### config.mk
export PLATFORM = sky130hd
export DESIGN_NAME = tx_mac_flat
export DESIGN_NICKNAME = d
export VERILOG_FILES = /design/src/hw/switch_pkg.sv /design/src/hw/switch_if.sv /design/src/hw/tx_mac.sv /design/src/flat_wrapper.sv
export VERILOG_INCLUDE_DIRS = /design/src /design/src/hw
export SDC_FILE = /design/constraint.sdc
export NUM_CORES = 1
export LEC_CHECK = 0
export ABC_AREA = 1
export BUFFER_PORTS_ARGS = -buffer_cell sky130_fd_sc_hd__buf_2
export CELL_PAD_IN_SITES_DETAIL_PLACEMENT = 0
export CELL_PAD_IN_SITES_GLOBAL_PLACEMENT = 1
export CORE_MARGIN = 2
export CORE_UTILIZATION = 39
export CTS_BUF_LIST = sky130_fd_sc_hd__clkbuf_4 sky130_fd_sc_hd__clkbuf_8
export DETAILED_ROUTE_END_ITERATION = 10
export PLACE_DENSITY_LB_ADDON = 0.25
export SLEW_MARGIN = 25
export SYNTH_ARGS = -nofsm -noshare
export SYNTH_HDL_FRONTEND = slang
export SYNTH_SLANG_ARGS = --single-unit
### constraint.sdc
create_clock -name clk -period 1.8 [get_ports clk]
set_clock_uncertainty 0.15 [all_clocks]
set_input_delay 0.18 -clock clk [delete_from_list [all_inputs] [get_ports clk]]
set_output_delay 0.18 -clock clk [all_outputs]
set_load 0.05 [all_outputs]
### src/hw/switch_cfg.svh
`ifndef SWITCH_CFG_SVH
`define SWITCH_CFG_SVH

// port count of the switch core
`define SW_PORTS 4

// longest frame in bytes, anything longer is dropped at receive
`define SW_MAX_FRAME 64

// byte storage per queue
`define SW_RXQ_DEPTH 128
`define SW_TXQ_DEPTH 256

// frame length entries per queue
`define SW_PTR_DEPTH 4

// idle cycles on tx_en after each frame
`define SW_IFG 12

`endif

### src/hw/switch_pkg.sv
`include "switch_cfg.svh"

package switch_pkg;

	typedef logic [7:0] byte_t;

	// one bit per port, bit n is port n
	typedef logic [`SW_PORTS-1:0] port_map_t;
	typedef logic [$clog2(`SW_PORTS)-1:0] port_id_t;

	// wide enough for SW_MAX_FRAME itself
	typedef logic [$clog2(`SW_MAX_FRAME + 1)-1:0] frame_len_t;

	typedef enum logic [1:0] {
		MUX_IDLE,
		MUX_LOAD,   // length taken, first byte requested
		MUX_STREAM
	} mux_state_t;

	typedef enum logic [1:0] {
		MAC_IDLE,
		MAC_LOAD,
		MAC_SEND,
		MAC_GAP     // inter-frame gap
	} mac_state_t;

endpackage

### src/hw/switch_if.sv


// transmit queue to tx mac
interface egress_if import switch_pkg::*; ();
	logic ptr_empty;
	frame_len_t ptr_dout;
	byte_t data_dout;
	logic ptr_rd;
	logic data_rd;

	modport queue (output ptr_empty, ptr_dout, data_dout, input ptr_rd, data_rd);
	modport mac (input ptr_empty, ptr_dout, data_dout, output ptr_rd, data_rd);
endinterface

### src/hw/tx_mac.sv
`include "switch_cfg.svh"

module tx_mac import switch_pkg::*; (
	input logic clk,
	input logic arst_n,
	egress_if.mac q,
	output logic tx_en,
	output byte_t tx_data
);

	// two idle cycles come from the pop and first read of the next frame
	localparam int GAP_CYCLES = `SW_IFG - 2;
	localparam int GW = $clog2(`SW_IFG);

	mac_state_t state;
	frame_len_t remain;
	logic [GW-1:0] gap_cnt;
	logic rd_en;

	assign q.ptr_rd = (state == MAC_IDLE) && !q.ptr_empty;
	assign rd_en = ((state == MAC_LOAD) || (state == MAC_SEND)) && (remain != '0);
	assign q.data_rd = rd_en;
	assign tx_data = q.data_dout;

	always_ff @(posedge clk or negedge arst_n) begin
		if (!arst_n) begin
			state <= MAC_IDLE;
			remain <= '0;
			gap_cnt <= '0;
			tx_en <= 1'b0;
		end else begin
			tx_en <= rd_en;     // byte arrives one cycle after the read
			if (rd_en)
				remain <= remain - 1'b1;
			case (state)
				MAC_IDLE: begin
					if (!q.ptr_empty) begin
						remain <= q.ptr_dout;
						state <= MAC_LOAD;
					end
				end
				MAC_LOAD: state <= MAC_SEND;
				MAC_SEND: begin
					if (remain == '0) begin
						gap_cnt <= GW'(GAP_CYCLES - 1);
						state <= MAC_GAP;
					end
				end
				MAC_GAP: begin
					if (gap_cnt == '0)
						state <= MAC_IDLE;
					else
						gap_cnt <= gap_cnt - 1'b1;
				end
				default: state <= MAC_IDLE;
			endcase
		end
	end

	a_ifg: assert property (@(posedge clk) disable iff (!arst_n)
		$fell(tx_en) |-> !tx_en [* `SW_IFG])
		else $error("inter-frame gap too short");

endmodule

### src/flat_wrapper.sv
// flat-port wrapper written by rule: the top's interface ports become plain ports
module tx_mac_flat import switch_pkg::*;
  (clk, arst_n, tx_en, tx_data, q_ptr_empty, q_ptr_dout, q_data_dout, q_ptr_rd, q_data_rd);
  egress_if q_i ();
  input logic clk;
  input logic arst_n;
  output logic tx_en;
  output byte_t tx_data;
  input wire logic [$bits(q_i.ptr_empty)-1:0] q_ptr_empty;
  input wire logic [$bits(q_i.ptr_dout)-1:0] q_ptr_dout;
  input wire logic [$bits(q_i.data_dout)-1:0] q_data_dout;
  output wire logic [$bits(q_i.ptr_rd)-1:0] q_ptr_rd;
  output wire logic [$bits(q_i.data_rd)-1:0] q_data_rd;
  assign q_i.ptr_empty = q_ptr_empty;
  assign q_i.ptr_dout = q_ptr_dout;
  assign q_i.data_dout = q_data_dout;
  assign q_ptr_rd = q_i.ptr_rd;
  assign q_data_rd = q_i.data_rd;
  tx_mac u_core (.clk(clk), .arst_n(arst_n), .q(q_i), .tx_en(tx_en), .tx_data(tx_data));
endmodule
### Word level (Yosys, flattened, before mapping)

Index checks and enable logic that the tools add are counted.

* register bits: 14
* output and inout port bits: 11
* logic and storage cells: 34

* add/subtract/negate cells: 2
* equal/unequal tests: 7
* mux-type cells: 10
* reduce and logical (&&, ||, !) cells: 11

Operator list (count)
* $mux W7: 3
* $mux W4: 2
* $pmux W2 S4: 1
* $pmux W4 S2: 1
* $logic_not A7 Y1: 1
* $reduce_bool A7 Y1: 1
* $sub A7 B1 Y7 const B: 1
* $mux W2: 3
* $ne A2 B2 Y1 const B: 3
* $reduce_and A3 Y1: 2
* $eq A2 B2 Y1 const B: 2
* $logic_not A4 Y1: 1
* $sub A4 B1 Y4 const B: 1
* $eq A2 B1 Y1 const B: 1
* $logic_and A1 B1 Y1: 2
* $logic_not A2 Y1: 1
* $ne A2 B1 Y1 const B: 1
* $reduce_bool A2 Y1: 1
* $logic_not A1 Y1: 1
* $logic_or A1 B1 Y1: 1

### Logic depth before layout (Yosys ltp)

* depth after elaboration: 6
* depth in mapped cells: 10

### Least setup slack after synthesis

No wires, ideal clock.

* kind: reg2reg
* start: register u_core.state[0]
* end: register u_core.remain[5]
* setup time: 0.113 ns
* data arrival time: 1.480 ns
* data required time: 1.537 ns
* slack: 0.057 ns
* cell stages (with the launch flop): 10
* buffers on the path: 1
* clock period less this slack: 1.743 ns
* cell sequence: dfrtp_1 inv_1 ha_1 inv_2 nor2_4 inv_2 buf_4 or2_0 nand2_1 inv_1

* cells in the longest elaborated chain, start to end: 6
* elaborated cells between the ends (all ways): 8
* classes of those cells: 2 x eq/ne; 3 x mux; 3 x reduce/logical

Ends and longest elaborated chain
* start: declaration: RTL line tx_mac.sv:15 `mac_state_t state;`
* start signal: assignment: RTL line tx_mac.sv:27 `state <= MAC_IDLE;`
* start signal: assignment: RTL line tx_mac.sv:39 `state <= MAC_LOAD;`
* start signal: assignment: RTL line tx_mac.sv:42 `MAC_LOAD: state <= MAC_SEND;`
* $eq A2 B1 Y1 / $eq A2 B2 Y1 (equally long branches): RTL line tx_mac.sv:21 `assign rd_en = ((state == MAC_LOAD) || (state == MAC_SEND)) && (remain != '0);`
* $logic_or A1 B1 Y1: RTL line tx_mac.sv:21
* $logic_and A1 B1 Y1: RTL line tx_mac.sv:21
* $mux W7: RTL line tx_mac.sv:33 `if (rd_en)`
* $mux W7: RTL line tx_mac.sv:37 `if (!q.ptr_empty) begin`
* $mux W7 *: RTL line tx_mac.sv:35 `case (state)`
* end signal: assignment: RTL line tx_mac.sv:34 `remain <= remain - 1'b1;`
* end signal: assignment: RTL line tx_mac.sv:38 `remain <= q.ptr_dout;`
* end: declaration: RTL line tx_mac.sv:16 `frame_len_t remain;`

Every way passes the cells marked *; elsewhere a longest branch is shown, timed or not.
A chain may end at the register's enable or synchronous reset.

### Worst setup path after layout

* start: register u_core.state[0]
* end: output q_data_rd

* cells in the longest elaborated chain, start to end: 3
* elaborated cells between the ends (all ways): 4
* classes of those cells: 2 x eq/ne; 2 x reduce/logical

Ends and longest elaborated chain
* $eq A2 B1 Y1 / $eq A2 B2 Y1 (equally long branches): RTL line tx_mac.sv:21
* $logic_or A1 B1 Y1 *: RTL line tx_mac.sv:21
* $logic_and A1 B1 Y1 *: RTL line tx_mac.sv:21
* end: declaration: RTL line flat_wrapper.sv:13 `output wire logic [$bits(q_i.data_rd)-1:0] q_data_rd;`

Marks and branches as above.

==> results.yml <==
yosys:
  syn_area_sq_mm: 0.00109
  postSynthAreaPerCell_sq_um: 7.77
  yosysUniqueCellTypes: 24
  yosysTopAreaCellShare_pct: 32.2
  synth_ff_type: "dfrtp_1"
  yosysTopAreaCell: "dfrtp_1"
  async_flop_share_pct: 100
  syn_inst: 140
  synth_edf_count: 0
  synthTopCellsByArea: "dfrtp_1, nand2_1, ha_1"
  ys_seq_area_share_pct: 32.2
  synth_warnings: 0
  ys_ff_latch: 14
  syn_nets: 165
clock_network:
  cts_tree: "done"
  h-tree-depth: 1
  cts_buffers: 3
  cts-root-buf: "clkbuf_4"
  cts_num_sinks: 14
  clk_path_buf_depth: 2
  clkTransAtPathRegs_ps: 90
  worstSkewPairLatency_ps: 280
hold_path:
  hold_path_depth: 3
  hold_end: "u_core.remain[0]"
  hold_path.class: "primary input to flip-flop"
  hold_path.startpoint: "q_ptr_dout[0]"
layout:
  regArea_sq_um: 350
  drive_gt1_share_pct: 28.6
  diodes: 0
  syn2layout_area_growth_pct: 13.8
  nNetsFinal: 180
  final_cell_count_no_fill: 185
  n_fill_cell: 290
  multi_input_area_sq_um: 594
global_route:
  grt_pass1_vias: 888
  grt_pass1_wl_mm: 3.66
  grt_max_degree: 15
  grt.overflow.total: 0
  grt_usage_pct: 14.5
  antenna_found_initial: 0
route:
  first_pass_iters: 4
  drtIter0Drc: 16
  drt_wl_total_mm: 2.09
  wire_per_inst_microns: 11.3
  ant_nets: 0
  viasPerCell: 4.67
  drc: 0
  via_count: 864
floorplan:
  rows: 19
  die_y_microns: 56.8
  pin_count: 29
  initial_core_util_pct: 40.1
  chipWidth_microns: 56.8
  coreArea_sq_mm: 0.00271
  dieArea_sq_mm: 0.00323
critical_path:
  start_kind: "flip-flop"
  crit_buf_inv: 3
  cp_top_family: "flip-flops"
  worst_ep_required_time_ps: 1470
  slowest_stage: "dfrtp_1"
  critical_path_class: "flip-flop to primary output"
  critPathMaxStageDelay_ps: 390
  path_max_fanout: 3
  r2r_cells: 9
  critPathArrivalTime_ps: 1380
  r2r_start: "u_core.remain[1]"
  reg2reg_slack_ps: 170
  worstPathCellList: "inv_2 -> ha_4 -> inv_1 -> nor2_4 -> buf_8"
  critPathCaptureType: "primary output"
  r2r_end: "u_core.gap_cnt[0]"
job:
  drv_cap: 0
power_and_ir_drop:
  power_density_mw_per_mm2: 2130
  p_leak_nw: 0.633
  ir_drop_mv: 1.42
placed_design:
  dp_hpwl_mm: 1.61
  gp_congestion: 0.755
  placed_cells_incl_taps: 177
  numPortBuffers: 12
timing:
  post-route-period-util_pct: 95.3
  setup_tns_ps: 0
  fmax_mhz: 583
  drv_slew: 0
  worst_slew_pin_slew_ps: 342
  period_needed_ps: 1710
  setup_viol: 0
  rsz0062_at_grt: "no"
  finalHoldViolCount: 0
  slew_headroom_pct: 77.2
run_status:
  outcome: "finished, final reports clean"
synth_stat cells, types with 2 or more instances:
cell type and count:
inv_2 2, nand2_4 3, xor2_1 2, o21ai_2 4, nor2_1 7, ha_1 7, nor2_4 5, nand2_1 38
or2_2 3, buf_4 9, nand3_2 2, nand4_1 2, o21ai_1 3, dfrtp_1 14, nand3b_1 2, inv_1 19
nand3_1 11
worst reg2reg max path: stages, from the launching register on:
cell     delay, ps
dfrtp_1        380
inv_1           90
ha_1           180
inv_1           50
nor2_1         160
nand3_4        130
nand2_4        110
nand3_1        130
nand2_1         80
o21ai_1         60
routing by layer:
| metal | part of all wire [%] | track usage (%) | up-vias |
|---|---|---|---|
| met5 | 0 | 0 | - |
| met4 | 1.6 | 6.31 | 0 |
| met3 | 4.3 | 3.00 | 4 |
| met2 | 44 | 23.9 | 13 |
| met1 | 50 | 18.1 | 389 |
| li1 | - | - | 458 |
stage by stage:
step,hold WS [ps],setup slack [ps],util [%],power (mW),instance area [sq um]
2_1_floorplan,-266,56.9,-,1.98,1090
3_3_place_gp,-39.3,194,42.1,2.26,1140
3_5_place_dp,-45.6,177,42.1,2.29,1140
4_1_cts,2.92,52.6,45.5,2.64,1230
5_1_grt,21.9,19.4,45.7,2.90,1240
6_report,13.1,85.2,45.7,2.63,1240
sequential cells by signal, indices dropped and copies added (netlist names):
signal          flops
u_core.remain       7
u_core.gap_cnt      4
u_core.state        2
u_core.tx_en        1
power by group:
part	switching, mW	internal, mW	leakage, nW
logic	1.09	0.692	0.445
clock network	0.108	0.123	0.0210
registers	0.139	0.484	0.168
what timing repair did:
action / 4_1_cts / 5_1_grt
setup endpoints to repair: 1 / 2
resized for setup: 3 / 2
buffers inserted: 1 / 0
hold buffers: 3 / 0
pin swaps: 0 / 0
hold endpoints to repair: 16 / 0
final cells by class:
cell class	instances	share of cell area, %
multi-input combinational	95	48.0
clock buffer	4	2.93
inverter	22	7.08
timing repair buffer	19	10.5
tap	31	3.13
sequential	14	28.3
logic make-up (layout without fill, tap and decap cells):
kind of cell	count (synthesis)	count (layout)	share of synthesized area, %
DFF	14	14	32.2
and+or+nand+nor	76	76	37.7
adders and majority gates	7	7	8.05
xor gates and xnor gates	2	2	1.61
AOI/OAI and AO/OA	10	10	6.10
buffers and inverters	31	45	14.3
cells in the final DEF (no fill, tap or decap), drive strengths merged:
cell type and n:
a21oi 1, a31oi 1, buf 16, clkbuf 4, clkinv 1, dfrtp 14, dlygate4sd3 3, ha 7
inv 21, nand2 42, nand3 14, nand3b 2, nand4 2, nor2 12, o21ai 8, or2 4
xor2 2
how the worst max path moves through the flow:
stage | endpoint | startpoint | cells past startpoint
floorplan | u_core.remain[5] | u_core.state[0] | 9
global placement | u_core.gap_cnt[0] | u_core.remain[1] | 9
detailed placement | u_core.gap_cnt[0] | u_core.remain[1] | 9
CTS | q_data_rd | u_core.state[0] | 5
global route | q_data_rd | u_core.state[0] | 5
finish | q_data_rd | u_core.state[0] | 5
No activity file was read; power rests on OpenSTA's default activity.
