[config.mk]
export PLATFORM = sky130hd
export DESIGN_NAME = rx_port_queue_flat
export DESIGN_NICKNAME = d
export VERILOG_FILES = /design/src/hw/switch_pkg.sv /design/src/hw/switch_if.sv /design/src/hw/rx_port_queue.sv /design/src/flat_wrapper.sv
export VERILOG_INCLUDE_DIRS = /design/src /design/src/hw
export SDC_FILE = /design/constraint.sdc
export NUM_CORES = 1
export LEC_CHECK = 0
export ABC_AREA = 1
export BUFFER_PORTS_ARGS = -buffer_cell sky130_fd_sc_hd__buf_2
export CORE_MARGIN = 5
export CORE_UTILIZATION = 63
export CTS_BUF_LIST = sky130_fd_sc_hd__clkbuf_16
export CTS_CLUSTER_DIAMETER = 200
export DETAILED_ROUTE_END_ITERATION = 16
export HOLD_SLACK_MARGIN = 0.15
export PLACE_DENSITY = 0.79
export SLEW_MARGIN = 20
export SYNTH_ARGS = -nofsm -noshare
export SYNTH_HDL_FRONTEND = slang
export SYNTH_SLANG_ARGS = --single-unit
[constraint.sdc]
create_clock -name clk -period 4.3 [get_ports clk]
set_clock_uncertainty 0.2 [all_clocks]
set_input_delay 0.43 -clock clk [delete_from_list [all_inputs] [get_ports clk]]
set_output_delay 0.43 -clock clk [all_outputs]
set_load 0.1 [all_outputs]
[src/hw/switch_cfg.svh]
`ifndef SWITCH_CFG_SVH
`define SWITCH_CFG_SVH

// port count of the switch core
`define SW_PORTS 4

// longest frame in bytes, anything longer is dropped at receive
`define SW_MAX_FRAME 64

// byte storage per queue
`define SW_RXQ_DEPTH 128
`define SW_TXQ_DEPTH 256

// frame length entries per queue
`define SW_PTR_DEPTH 4

// idle cycles on tx_en after each frame
`define SW_IFG 12

`endif

[src/hw/switch_pkg.sv]
`include "switch_cfg.svh"

package switch_pkg;

	typedef logic [7:0] byte_t;

	// one bit per port, bit n is port n
	typedef logic [`SW_PORTS-1:0] port_map_t;
	typedef logic [$clog2(`SW_PORTS)-1:0] port_id_t;

	// wide enough for SW_MAX_FRAME itself
	typedef logic [$clog2(`SW_MAX_FRAME + 1)-1:0] frame_len_t;

	typedef enum logic [1:0] {
		MUX_IDLE,
		MUX_LOAD,   // length taken, first byte requested
		MUX_STREAM
	} mux_state_t;

	typedef enum logic [1:0] {
		MAC_IDLE,
		MAC_LOAD,
		MAC_SEND,
		MAC_GAP     // inter-frame gap
	} mac_state_t;

endpackage

[src/hw/switch_if.sv]
// receive queue to ingress mux
interface rx_queue_if import switch_pkg::*; ();
	logic ptr_empty;
	frame_len_t ptr_dout;   // length of head frame
	byte_t data_dout;
	logic ptr_rd;
	logic data_rd;          // byte shows on data_dout one cycle later

	modport queue (output ptr_empty, ptr_dout, data_dout, input ptr_rd, data_rd);
	modport mux (input ptr_empty, ptr_dout, data_dout, output ptr_rd, data_rd);
endinterface


[src/hw/rx_port_queue.sv]
`include "switch_cfg.svh"

module rx_port_queue import switch_pkg::*; (
	input logic clk,
	input logic arst_n,
	input logic rx_dv,
	input logic rx_er,
	input byte_t rx_data,
	rx_queue_if.queue q
);

	localparam int DEPTH = `SW_RXQ_DEPTH;
	localparam int AW = $clog2(DEPTH);
	localparam int PD = `SW_PTR_DEPTH;
	localparam int PAW = $clog2(PD);
	localparam int PCW = $clog2(PD + 1);

	byte_t mem [DEPTH];
	frame_len_t len_mem [PD];

	logic [AW:0] wr_ptr;
	logic [AW:0] wr_base;   // start of the frame being captured
	logic [AW:0] rd_ptr;
	logic [PAW-1:0] pwr;
	logic [PAW-1:0] prd;
	logic [PCW-1:0] pcnt;
	logic dv_d;
	frame_len_t len;
	logic bad;              // error flag or no room seen
	logic too_long;
	logic full;
	logic sof;
	logic eof;
	logic drop;
	logic push;

	assign full = (wr_ptr - rd_ptr) == (AW + 1)'(DEPTH);
	assign sof = rx_dv & ~dv_d;
	assign eof = ~rx_dv & dv_d;    // first idle cycle after the frame
	assign drop = bad | too_long | (pcnt == PCW'(PD));
	assign push = eof & ~drop;

	always_ff @(posedge clk or negedge arst_n) begin
		if (!arst_n) begin
			dv_d <= 1'b0;
			len <= '0;
			bad <= 1'b0;
			too_long <= 1'b0;
			wr_ptr <= '0;
			wr_base <= '0;
		end else begin
			dv_d <= rx_dv;
			if (sof) begin
				len <= frame_len_t'(1);
				bad <= rx_er | full;
				too_long <= 1'b0;
			end else if (rx_dv) begin
				bad <= bad | rx_er | full;
				if (len == frame_len_t'(`SW_MAX_FRAME))
					too_long <= 1'b1;   // len saturates here
				else
					len <= len + 1'b1;
			end
			if (rx_dv && !full) begin
				wr_ptr <= wr_ptr + 1'b1;
			end else if (eof) begin
				if (drop)
					wr_ptr <= wr_base;  // rewind over the bad frame
				else
					wr_base <= wr_ptr;
			end
		end
	end

	always_ff @(posedge clk) begin
		if (rx_dv && !full)
			mem[wr_ptr[AW-1:0]] <= rx_data;
		if (q.data_rd)
			q.data_dout <= mem[rd_ptr[AW-1:0]];
		if (push)
			len_mem[pwr] <= len;
	end

	always_ff @(posedge clk or negedge arst_n) begin
		if (!arst_n) begin
			rd_ptr <= '0;
			pwr <= '0;
			prd <= '0;
			pcnt <= '0;
		end else begin
			if (q.data_rd)
				rd_ptr <= rd_ptr + 1'b1;
			if (push)
				pwr <= pwr + 1'b1;
			if (q.ptr_rd)
				prd <= prd + 1'b1;
			pcnt <= pcnt + PCW'(push) - PCW'(q.ptr_rd);
		end
	end

	assign q.ptr_empty = (pcnt == '0);
	assign q.ptr_dout = len_mem[prd];

	// the mux must look at ptr_empty before it pops
	a_pop_not_empty: assert property (@(posedge clk) disable iff (!arst_n)
		q.ptr_rd |-> !q.ptr_empty)
		else $error("rx queue length popped while empty");

endmodule

[src/flat_wrapper.sv]
// flat-port wrapper written by rule: the top's interface ports become plain ports
module rx_port_queue_flat import switch_pkg::*;
  (clk, arst_n, rx_dv, rx_er, rx_data, q_ptr_empty, q_ptr_dout, q_data_dout, q_ptr_rd, q_data_rd);
  rx_queue_if q_i ();
  input logic clk;
  input logic arst_n;
  input logic rx_dv;
  input logic rx_er;
  input byte_t rx_data;
  output wire logic [$bits(q_i.ptr_empty)-1:0] q_ptr_empty;
  output wire logic [$bits(q_i.ptr_dout)-1:0] q_ptr_dout;
  output wire logic [$bits(q_i.data_dout)-1:0] q_data_dout;
  input wire logic [$bits(q_i.ptr_rd)-1:0] q_ptr_rd;
  input wire logic [$bits(q_i.data_rd)-1:0] q_data_rd;
  assign q_ptr_empty = q_i.ptr_empty;
  assign q_ptr_dout = q_i.ptr_dout;
  assign q_data_dout = q_i.data_dout;
  assign q_i.ptr_rd = q_ptr_rd;
  assign q_i.data_rd = q_data_rd;
  rx_port_queue u_core (.clk(clk), .arst_n(arst_n), .rx_dv(rx_dv), .rx_er(rx_er), .rx_data(rx_data), .q(q_i));
endmodule
# ---- Word level (Yosys, flattened, before mapping)
# Memory sizes are Yosys's and may differ from the RTL's. A register that Yosys moved wholly into a read port is not among the register bits.
# Index checks and enable logic that the tools add are counted.
dict set report classes {
  n_addsub 8
  eq_ne 4
  n_mux 15
  bitwise 12
  reduce_logical 9
}
# operator count
set ops {}
lappend ops {{$mux W8} 3}
lappend ops {{$mux W7} 3}
lappend ops {{$add A8 B1 Y8 const B} 2}
lappend ops {{$mux W1} 9}
lappend ops {{$eq A8 B8 Y1 const B} 1}
lappend ops {{$sub A8 B8 Y8} 1}
lappend ops {{$add A7 B1 Y7 const B} 1}
lappend ops {{$eq A7 B7 Y1 const B} 1}
lappend ops {{$reduce_and A2 Y1} 3}
lappend ops {{$reduce_bool A2 Y1} 3}
lappend ops {{$or A1 B1 Y1} 5}
lappend ops {{$add A2 B1 Y2 const B} 2}
lappend ops {{$not A1 Y1} 4}
lappend ops {{$add A3 B1 Y3} 1}
lappend ops {{$and A1 B1 Y1} 3}
lappend ops {{$eq A3 B3 Y1 const B} 1}
lappend ops {{$logic_not A3 Y1} 1}
lappend ops {{$sub A3 B1 Y3} 1}
lappend ops {{$ne A2 B1 Y1 const B} 1}
lappend ops {{$logic_and A1 B1 Y1} 1}
lappend ops {{$logic_not A1 Y1} 1}
dict set report totals {
  regBits 41
  ram_bits 1052
  out_inout_bits 16
  memories 2
}
# memory depth word_bits rd rd_ports_with_merged_regs wr line
set memory_table {}
lappend memory_table {u_core.mem 128 8 1 1 1 rx_port_queue.sv:18} ;# byte_t mem [DEPTH];
lappend memory_table {u_core.len_mem 4 7 1 0 1 rx_port_queue.sv:19} ;# frame_len_t len_mem [PD];

# ---- Depth between registers and ports, before layout
dict set report logic_depth {
  word_depth 6
  depth_mapped 21
}

# ---- Worst setup path after synthesis
# Ideal clock, no wire load.
dict set report synth_timing {
  kind {register -> register}
  startpoint {register u_core.rd_ptr[1]}
  endpoint {memory u_core.mem[111][0] (netlist name) (enable)}
  arrival_time_ns 2.721
  t_required_ns 3.730
  slack_ns 1.008
  stages_incl_launch_ff 21
  period_less_slack_ns 3.292
  path_cell_list {dfrtp_1 buf_4 inv_2 buf_2 buf_2 buf_2 ha_1 nand2_1 nand2_1 nand2_1 nand3_1 nand2_1 inv_1 nand2_1 nor2_1 nand2_4 nand2_4 inv_8 nand2_4 buf_6 nor2_1}
}
dict set report synth_between {
  elab_chain_cells 6
}
# item line
set synth_lines {}
lappend synth_lines {{start, declared} rx_port_queue.sv:23} ;# logic [AW:0] rd_ptr;
lappend synth_lines {{start signal, assigned} rx_port_queue.sv:92} ;# rd_ptr <= rd_ptr + 1'b1;
lappend synth_lines {{$sub A8 B8 Y8} rx_port_queue.sv:37} ;# assign full = (wr_ptr - rd_ptr) == (AW + 1)'(DEPTH);
lappend synth_lines {{$eq A8 B8 Y1} rx_port_queue.sv:37}
lappend synth_lines {{$logic_not A1 Y1} rx_port_queue.sv:76} ;# if (rx_dv && !full)
lappend synth_lines {{$logic_and A1 B1 Y1} rx_port_queue.sv:76}
lappend synth_lines {{$mux W1} rx_port_queue.sv:76}
lappend synth_lines {{$mux W1 (not written as such)} rx_port_queue.sv:77} ;# mem[wr_ptr[AW-1:0]] <= rx_data;
lappend synth_lines {{end, declared} rx_port_queue.sv:18}
# No other way between the ends.

# ---- Worst setup path in the final report
dict set report layout_timing {
  startpoint {register u_core.rd_ptr[6]}
  endpoint {memory u_core.mem[12][0] (netlist name) (enable)}
}
# The elaborated chain is that of the path after synthesis.

==> load_flow_metrics.sql <==
INSERT INTO impl_metrics (metric_group, metric, value, unit) VALUES
('final_layout', 'final.fill_count', '5044', ''),
('place', 'globalplace.congestion', '0.9392', ''),
('yosys', 'postSynthAreaPerCell', '11.36', 'µm²'),
('sta', 'final_period_minus_worst_setup_slack', '3.722', 'ns'),
('worst_setup_path', 'crit_required', '4.40', 'ns'),
('floorplan', 'fp.dieArea', '78240', 'µm²'),
('sta', 'setup_viol', '0', ''),
('power_and_ir_drop', 'seqPwrFrac', '37.5', '%'),
('final_layout', 'multi_input_area', '11260', 'µm²'),
('place', 'number_of_port_buffers', '29', ''),
('global_route', 'remaining_overflow_grt', '0', ''),
('yosys', 'post_synth_xor_area_fraction', '0.3631', '%'),
('clock_tree', 'clock_latency', '0.67', 'ns'),
('yosys', 'synth.area.top_cells', 'sky130_fd_sc_hd__edfxtp_1, sky130_fd_sc_hd__nor2_1, sky130_fd_sc_hd__nand2_1, sky130_fd_sc_hd__o21ai_0, sky130_fd_sc_hd__nand3_1', ''),
('yosys', 'synth.yosys.warnings', '0', ''),
('global_route', 'grt_use_total', '29.08', '%'),
('yosys', 'synth-main-ff-cell', 'sky130_fd_sc_hd__edfxtp_1', ''),
('worst_setup_path', 'timing.rr.start', 'u_core.rd_ptr[6]', ''),
('worst_setup_path', 'worstSetupEndpoint', 'u_core.mem[12][0]', ''),
('min_path', 'holdCritPathClass', 'in2reg', ''),
('clock_tree', 'htree_num_levels', '3', ''),
('final_layout', 'fraction_of_final_layout_cells_with_drive_strength_greater_than_1', '6.569', '%'),
('global_route', 'initial_antenna_violation_count', '1', ''),
('worst_setup_path', 'crit_path_start', 'u_core.rd_ptr[6]', ''),
('power_and_ir_drop', 'internal_power', '0.02026', 'W'),
('yosys', 'syn_area', '45830', 'µm²'),
('floorplan', 'die_width', '279.7', 'µm'),
('yosys', 'simple_logic_cell_fraction_of_the_synthesized_area', '16.89', '%'),
('worst_setup_path', 'timing.setup.critical_path_class', 'reg2reg', ''),
('sta', 'max_slew.worst_pin.slew', '1.087', 'ns'),
('drt', 'remaining_drc_errors', '0', ''),
('drt', 'first_pass_iters', '7', ''),
('run', 'maxCapViolCount', '0', ''),
('clock_tree', 'cts_tree', 'yes', ''),
('yosys', 'synth_top_family_by_area', 'simple AND/OR/NAND/NOR gates', ''),
('floorplan', 'io_pins', '30', ''),
('worst_setup_path', 'worstSetupEndpointType', 'flip-flop', ''),
('status', 'run_status', 'completed', ''),
('global_route', 'grt_pass1_wl', '173500', 'µm'),
('power_and_ir_drop', 'power_density', '666.8', 'nW/µm²'),
('global_route', 'grt_start_max_net_pins', '227', ''),
('worst_setup_path', 'r2r-end', 'u_core.mem[12][0]', ''),
('worst_setup_path', 'timing.reg2reg.setup_slack', '0.58', 'ns'),
('yosys', 'ys_seq_area_share', '71.69', '%'),
('yosys', 'synth-edff-count', '1060', ''),
('yosys', 'synth_top_cell_area_share', '69.45', '%'),
('clock_tree', 'clk_root_buffer_cell', 'sky130_fd_sc_hd__clkbuf_16', ''),
('sta', 'timing_hold_violations_final', '0', ''),
('power_and_ir_drop', 'p_clk_share', '26.5', '%'),
('yosys', 'post_synthesis_sequential_element_count', '1101', ''),
('floorplan', 'initial_core_util', '63.14', '%'),
('floorplan', 'die-height', '279.7', 'µm'),
('global_route', 'number_of_global_route_vias_before_repair', '29527', ''),
('yosys', 'postSynthNetCount', '4067', ''),
('power_and_ir_drop', 'worst_ir_drop_vdd', '0.5351', 'mV'),
('final_layout', 'final_net_count', '4041', ''),
('yosys', 'synth_mux_area_share', '0', '%'),
('sta', 'totalNegativeSetupSlack', '0', 'ns'),
('clock_tree', 'clock-sinks', '1101', ''),
('final_layout', 'seq_area', '32870', 'µm²'),
('drt', 'routed_wire_length_per_instance', '22.88', 'µm'),
('place', 'detailed_place_hpwl', '67170', 'µm'),
('sta', 'max_slew_margin', '27.52', '%'),
('drt', 'via_per_inst', '6.091', ''),
('floorplan', 'core_area', '72590', 'µm²'),
('drt', 'route.vias.total', '30788', ''),
('yosys', 'synth_cells', '4035', ''),
('power_and_ir_drop', 'power_frac_comb', '36.1', '%'),
('sta', 'clock.fmax', '0.2686', 'GHz'),
('sta', 'timing.final.ws_setup', '0.5777', 'ns'),
('clock_tree', 'clock_tree.buffer_depth', '3', '');
-- per-layer routing --
metal / share of wire (%) / vias to the layer above / GRT usage [%]
met2: 46 / 2019 / 45.44
met4: 3.8 / 0 / 11.57
met5: 0 / - / 0
met1: 38 / 14614 / 40.96
met3: 12 / 284 / 6.084
li1: - / 13871 / -
-- how the worst min path moves through the flow --
stage	startpoint	end
2_1_floorplan	arst_n	u_core.bad
3_3_place_gp	u_core.too_long	u_core.too_long
3_5_place_dp	u_core.too_long	u_core.too_long
4_1_cts	rx_data[6]	u_core.mem[10][6]
5_1_grt	rx_data[6]	u_core.mem[56][6]
6_report	rx_data[6]	u_core.mem[10][6]
-- sequential cells by signal, summed over array words and instances (netlist names) --
signal              flops
u_core.len_mem         28
u_core.rd_ptr           8
u_core.wr_ptr           8
u_core.prd              2
u_core.mem           1024
u_core.q.data_dout      8
u_core.pcnt             3
u_core.dv_d             1
u_core.too_long         1
u_core.bad              1
u_core.pwr              2
u_core.len              7
u_core.wr_base          8
-- worst max-delay path, stage by stage, from the launching register on --
cell                      delay, ns
sky130_fd_sc_hd__dfrtp_1       0.53
sky130_fd_sc_hd__inv_2         0.19
sky130_fd_sc_hd__ha_1          0.39
sky130_fd_sc_hd__nand2_1       0.10
sky130_fd_sc_hd__inv_1         0.04
sky130_fd_sc_hd__a21oi_1       0.17
sky130_fd_sc_hd__nand3_1       0.09
sky130_fd_sc_hd__nand2_1       0.07
sky130_fd_sc_hd__nor2_1        0.06
sky130_fd_sc_hd__nand2_4       0.11
sky130_fd_sc_hd__nand2_4       0.15
sky130_fd_sc_hd__inv_8         0.17
sky130_fd_sc_hd__nand2_4       0.36
sky130_fd_sc_hd__nor2_1        0.70
-- cells by family after synthesis --
| kind of cell | Yosys count |
|---|---|
| AO/OA/AOI/OAI | 604 |
| buffers and inverters | 350 |
| XOR/XNOR | 19 |
| flip-flops | 1101 |
| adder cells (fa/ha/maj) | 18 |
| AND/OR/NAND/NOR | 1943 |
-- cells in the final DEF (no fill, tap or decap), types with 15 or more instances in the layout --
cell type | synthesis | final
sky130_fd_sc_hd__buf_4 | 31 | 52
sky130_fd_sc_hd__edfxtp_1 | 1060 | 1060
sky130_fd_sc_hd__o21ai_1 | 74 | 74
sky130_fd_sc_hd__buf_2 | 82 | 21
sky130_fd_sc_hd__ha_1 | 17 | 17
sky130_fd_sc_hd__dfrtp_1 | 41 | 38
sky130_fd_sc_hd__xor2_1 | 15 | 15
sky130_fd_sc_hd__inv_1 | 105 | 128
sky130_fd_sc_hd__clkinv_2 | 0 | 26
sky130_fd_sc_hd__clkinv_1 | 11 | 29
sky130_fd_sc_hd__o21ai_0 | 438 | 438
sky130_fd_sc_hd__nand3_1 | 250 | 250
sky130_fd_sc_hd__clkbuf_16 | 0 | 106
sky130_fd_sc_hd__o211ai_1 | 26 | 26
sky130_fd_sc_hd__o22ai_1 | 23 | 23
sky130_fd_sc_hd__nand2_1 | 667 | 667
sky130_fd_sc_hd__nor2_1 | 998 | 998
sky130_fd_sc_hd__a21oi_1 | 41 | 41
-- repair_timing --
item | 4_1_cts | 5_1_grt
hold buffers | 5 | 0
gates resized for setup | 0 | 0
setup endpoints to repair | 0 | 0
endpoints found under the hold margin | 57 | 0
buffers inserted | 0 | 0
-- area by class of cell --
type                    count  share of cell area [%]
diodes                      1                0.005009
flip-flops and latches   1101                   65.78
clock inverters            88                   1.285
inverters                 123                  0.9642
repair buffers             93                   1.708
multi-input cells        2584                   22.54
clock buffers             106                   5.309
well taps                 959                   2.402
-- metrics by stage --
step           utilization, %  hold WS (ns)  instances  power [W]
6_report                68.83        0.1611       5055    0.03331
5_1_grt                 68.82        0.1637       5054    0.03487
4_1_cts                 68.79        0.1504       5053    0.03302
3_5_place_dp            64.18        0.2917       4854    0.02430
3_3_place_gp            64.18        0.2856       4854    0.02414
2_1_floorplan               -      -0.06559       4035    0.02085
-- synthesized netlist by cell type (26+ instances only) --
library cell,n
sky130_fd_sc_hd__nor2_1,998
sky130_fd_sc_hd__o211ai_1,26
sky130_fd_sc_hd__nand3_1,250
sky130_fd_sc_hd__nand2_1,667
sky130_fd_sc_hd__clkbuf_1,74
sky130_fd_sc_hd__o21ai_1,74
sky130_fd_sc_hd__o21ai_0,438
sky130_fd_sc_hd__dfrtp_1,41
sky130_fd_sc_hd__inv_1,105
sky130_fd_sc_hd__a21oi_1,41
sky130_fd_sc_hd__buf_4,31
sky130_fd_sc_hd__buf_2,82
sky130_fd_sc_hd__edfxtp_1,1060
-- power groups by stage --
stage	Clock (W)	Sequential, W	Combinational [W]
5_1_grt	0.00934	0.0125	0.0130
2_1_floorplan	0	0.0128	0.00807
3_3_place_gp	0	0.0127	0.0115
4_1_cts	0.00885	0.0125	0.0117
6_report	0.00882	0.0125	0.0120
3_5_place_dp	0	0.0127	0.0116
Power figures use the tool's default switching activity.
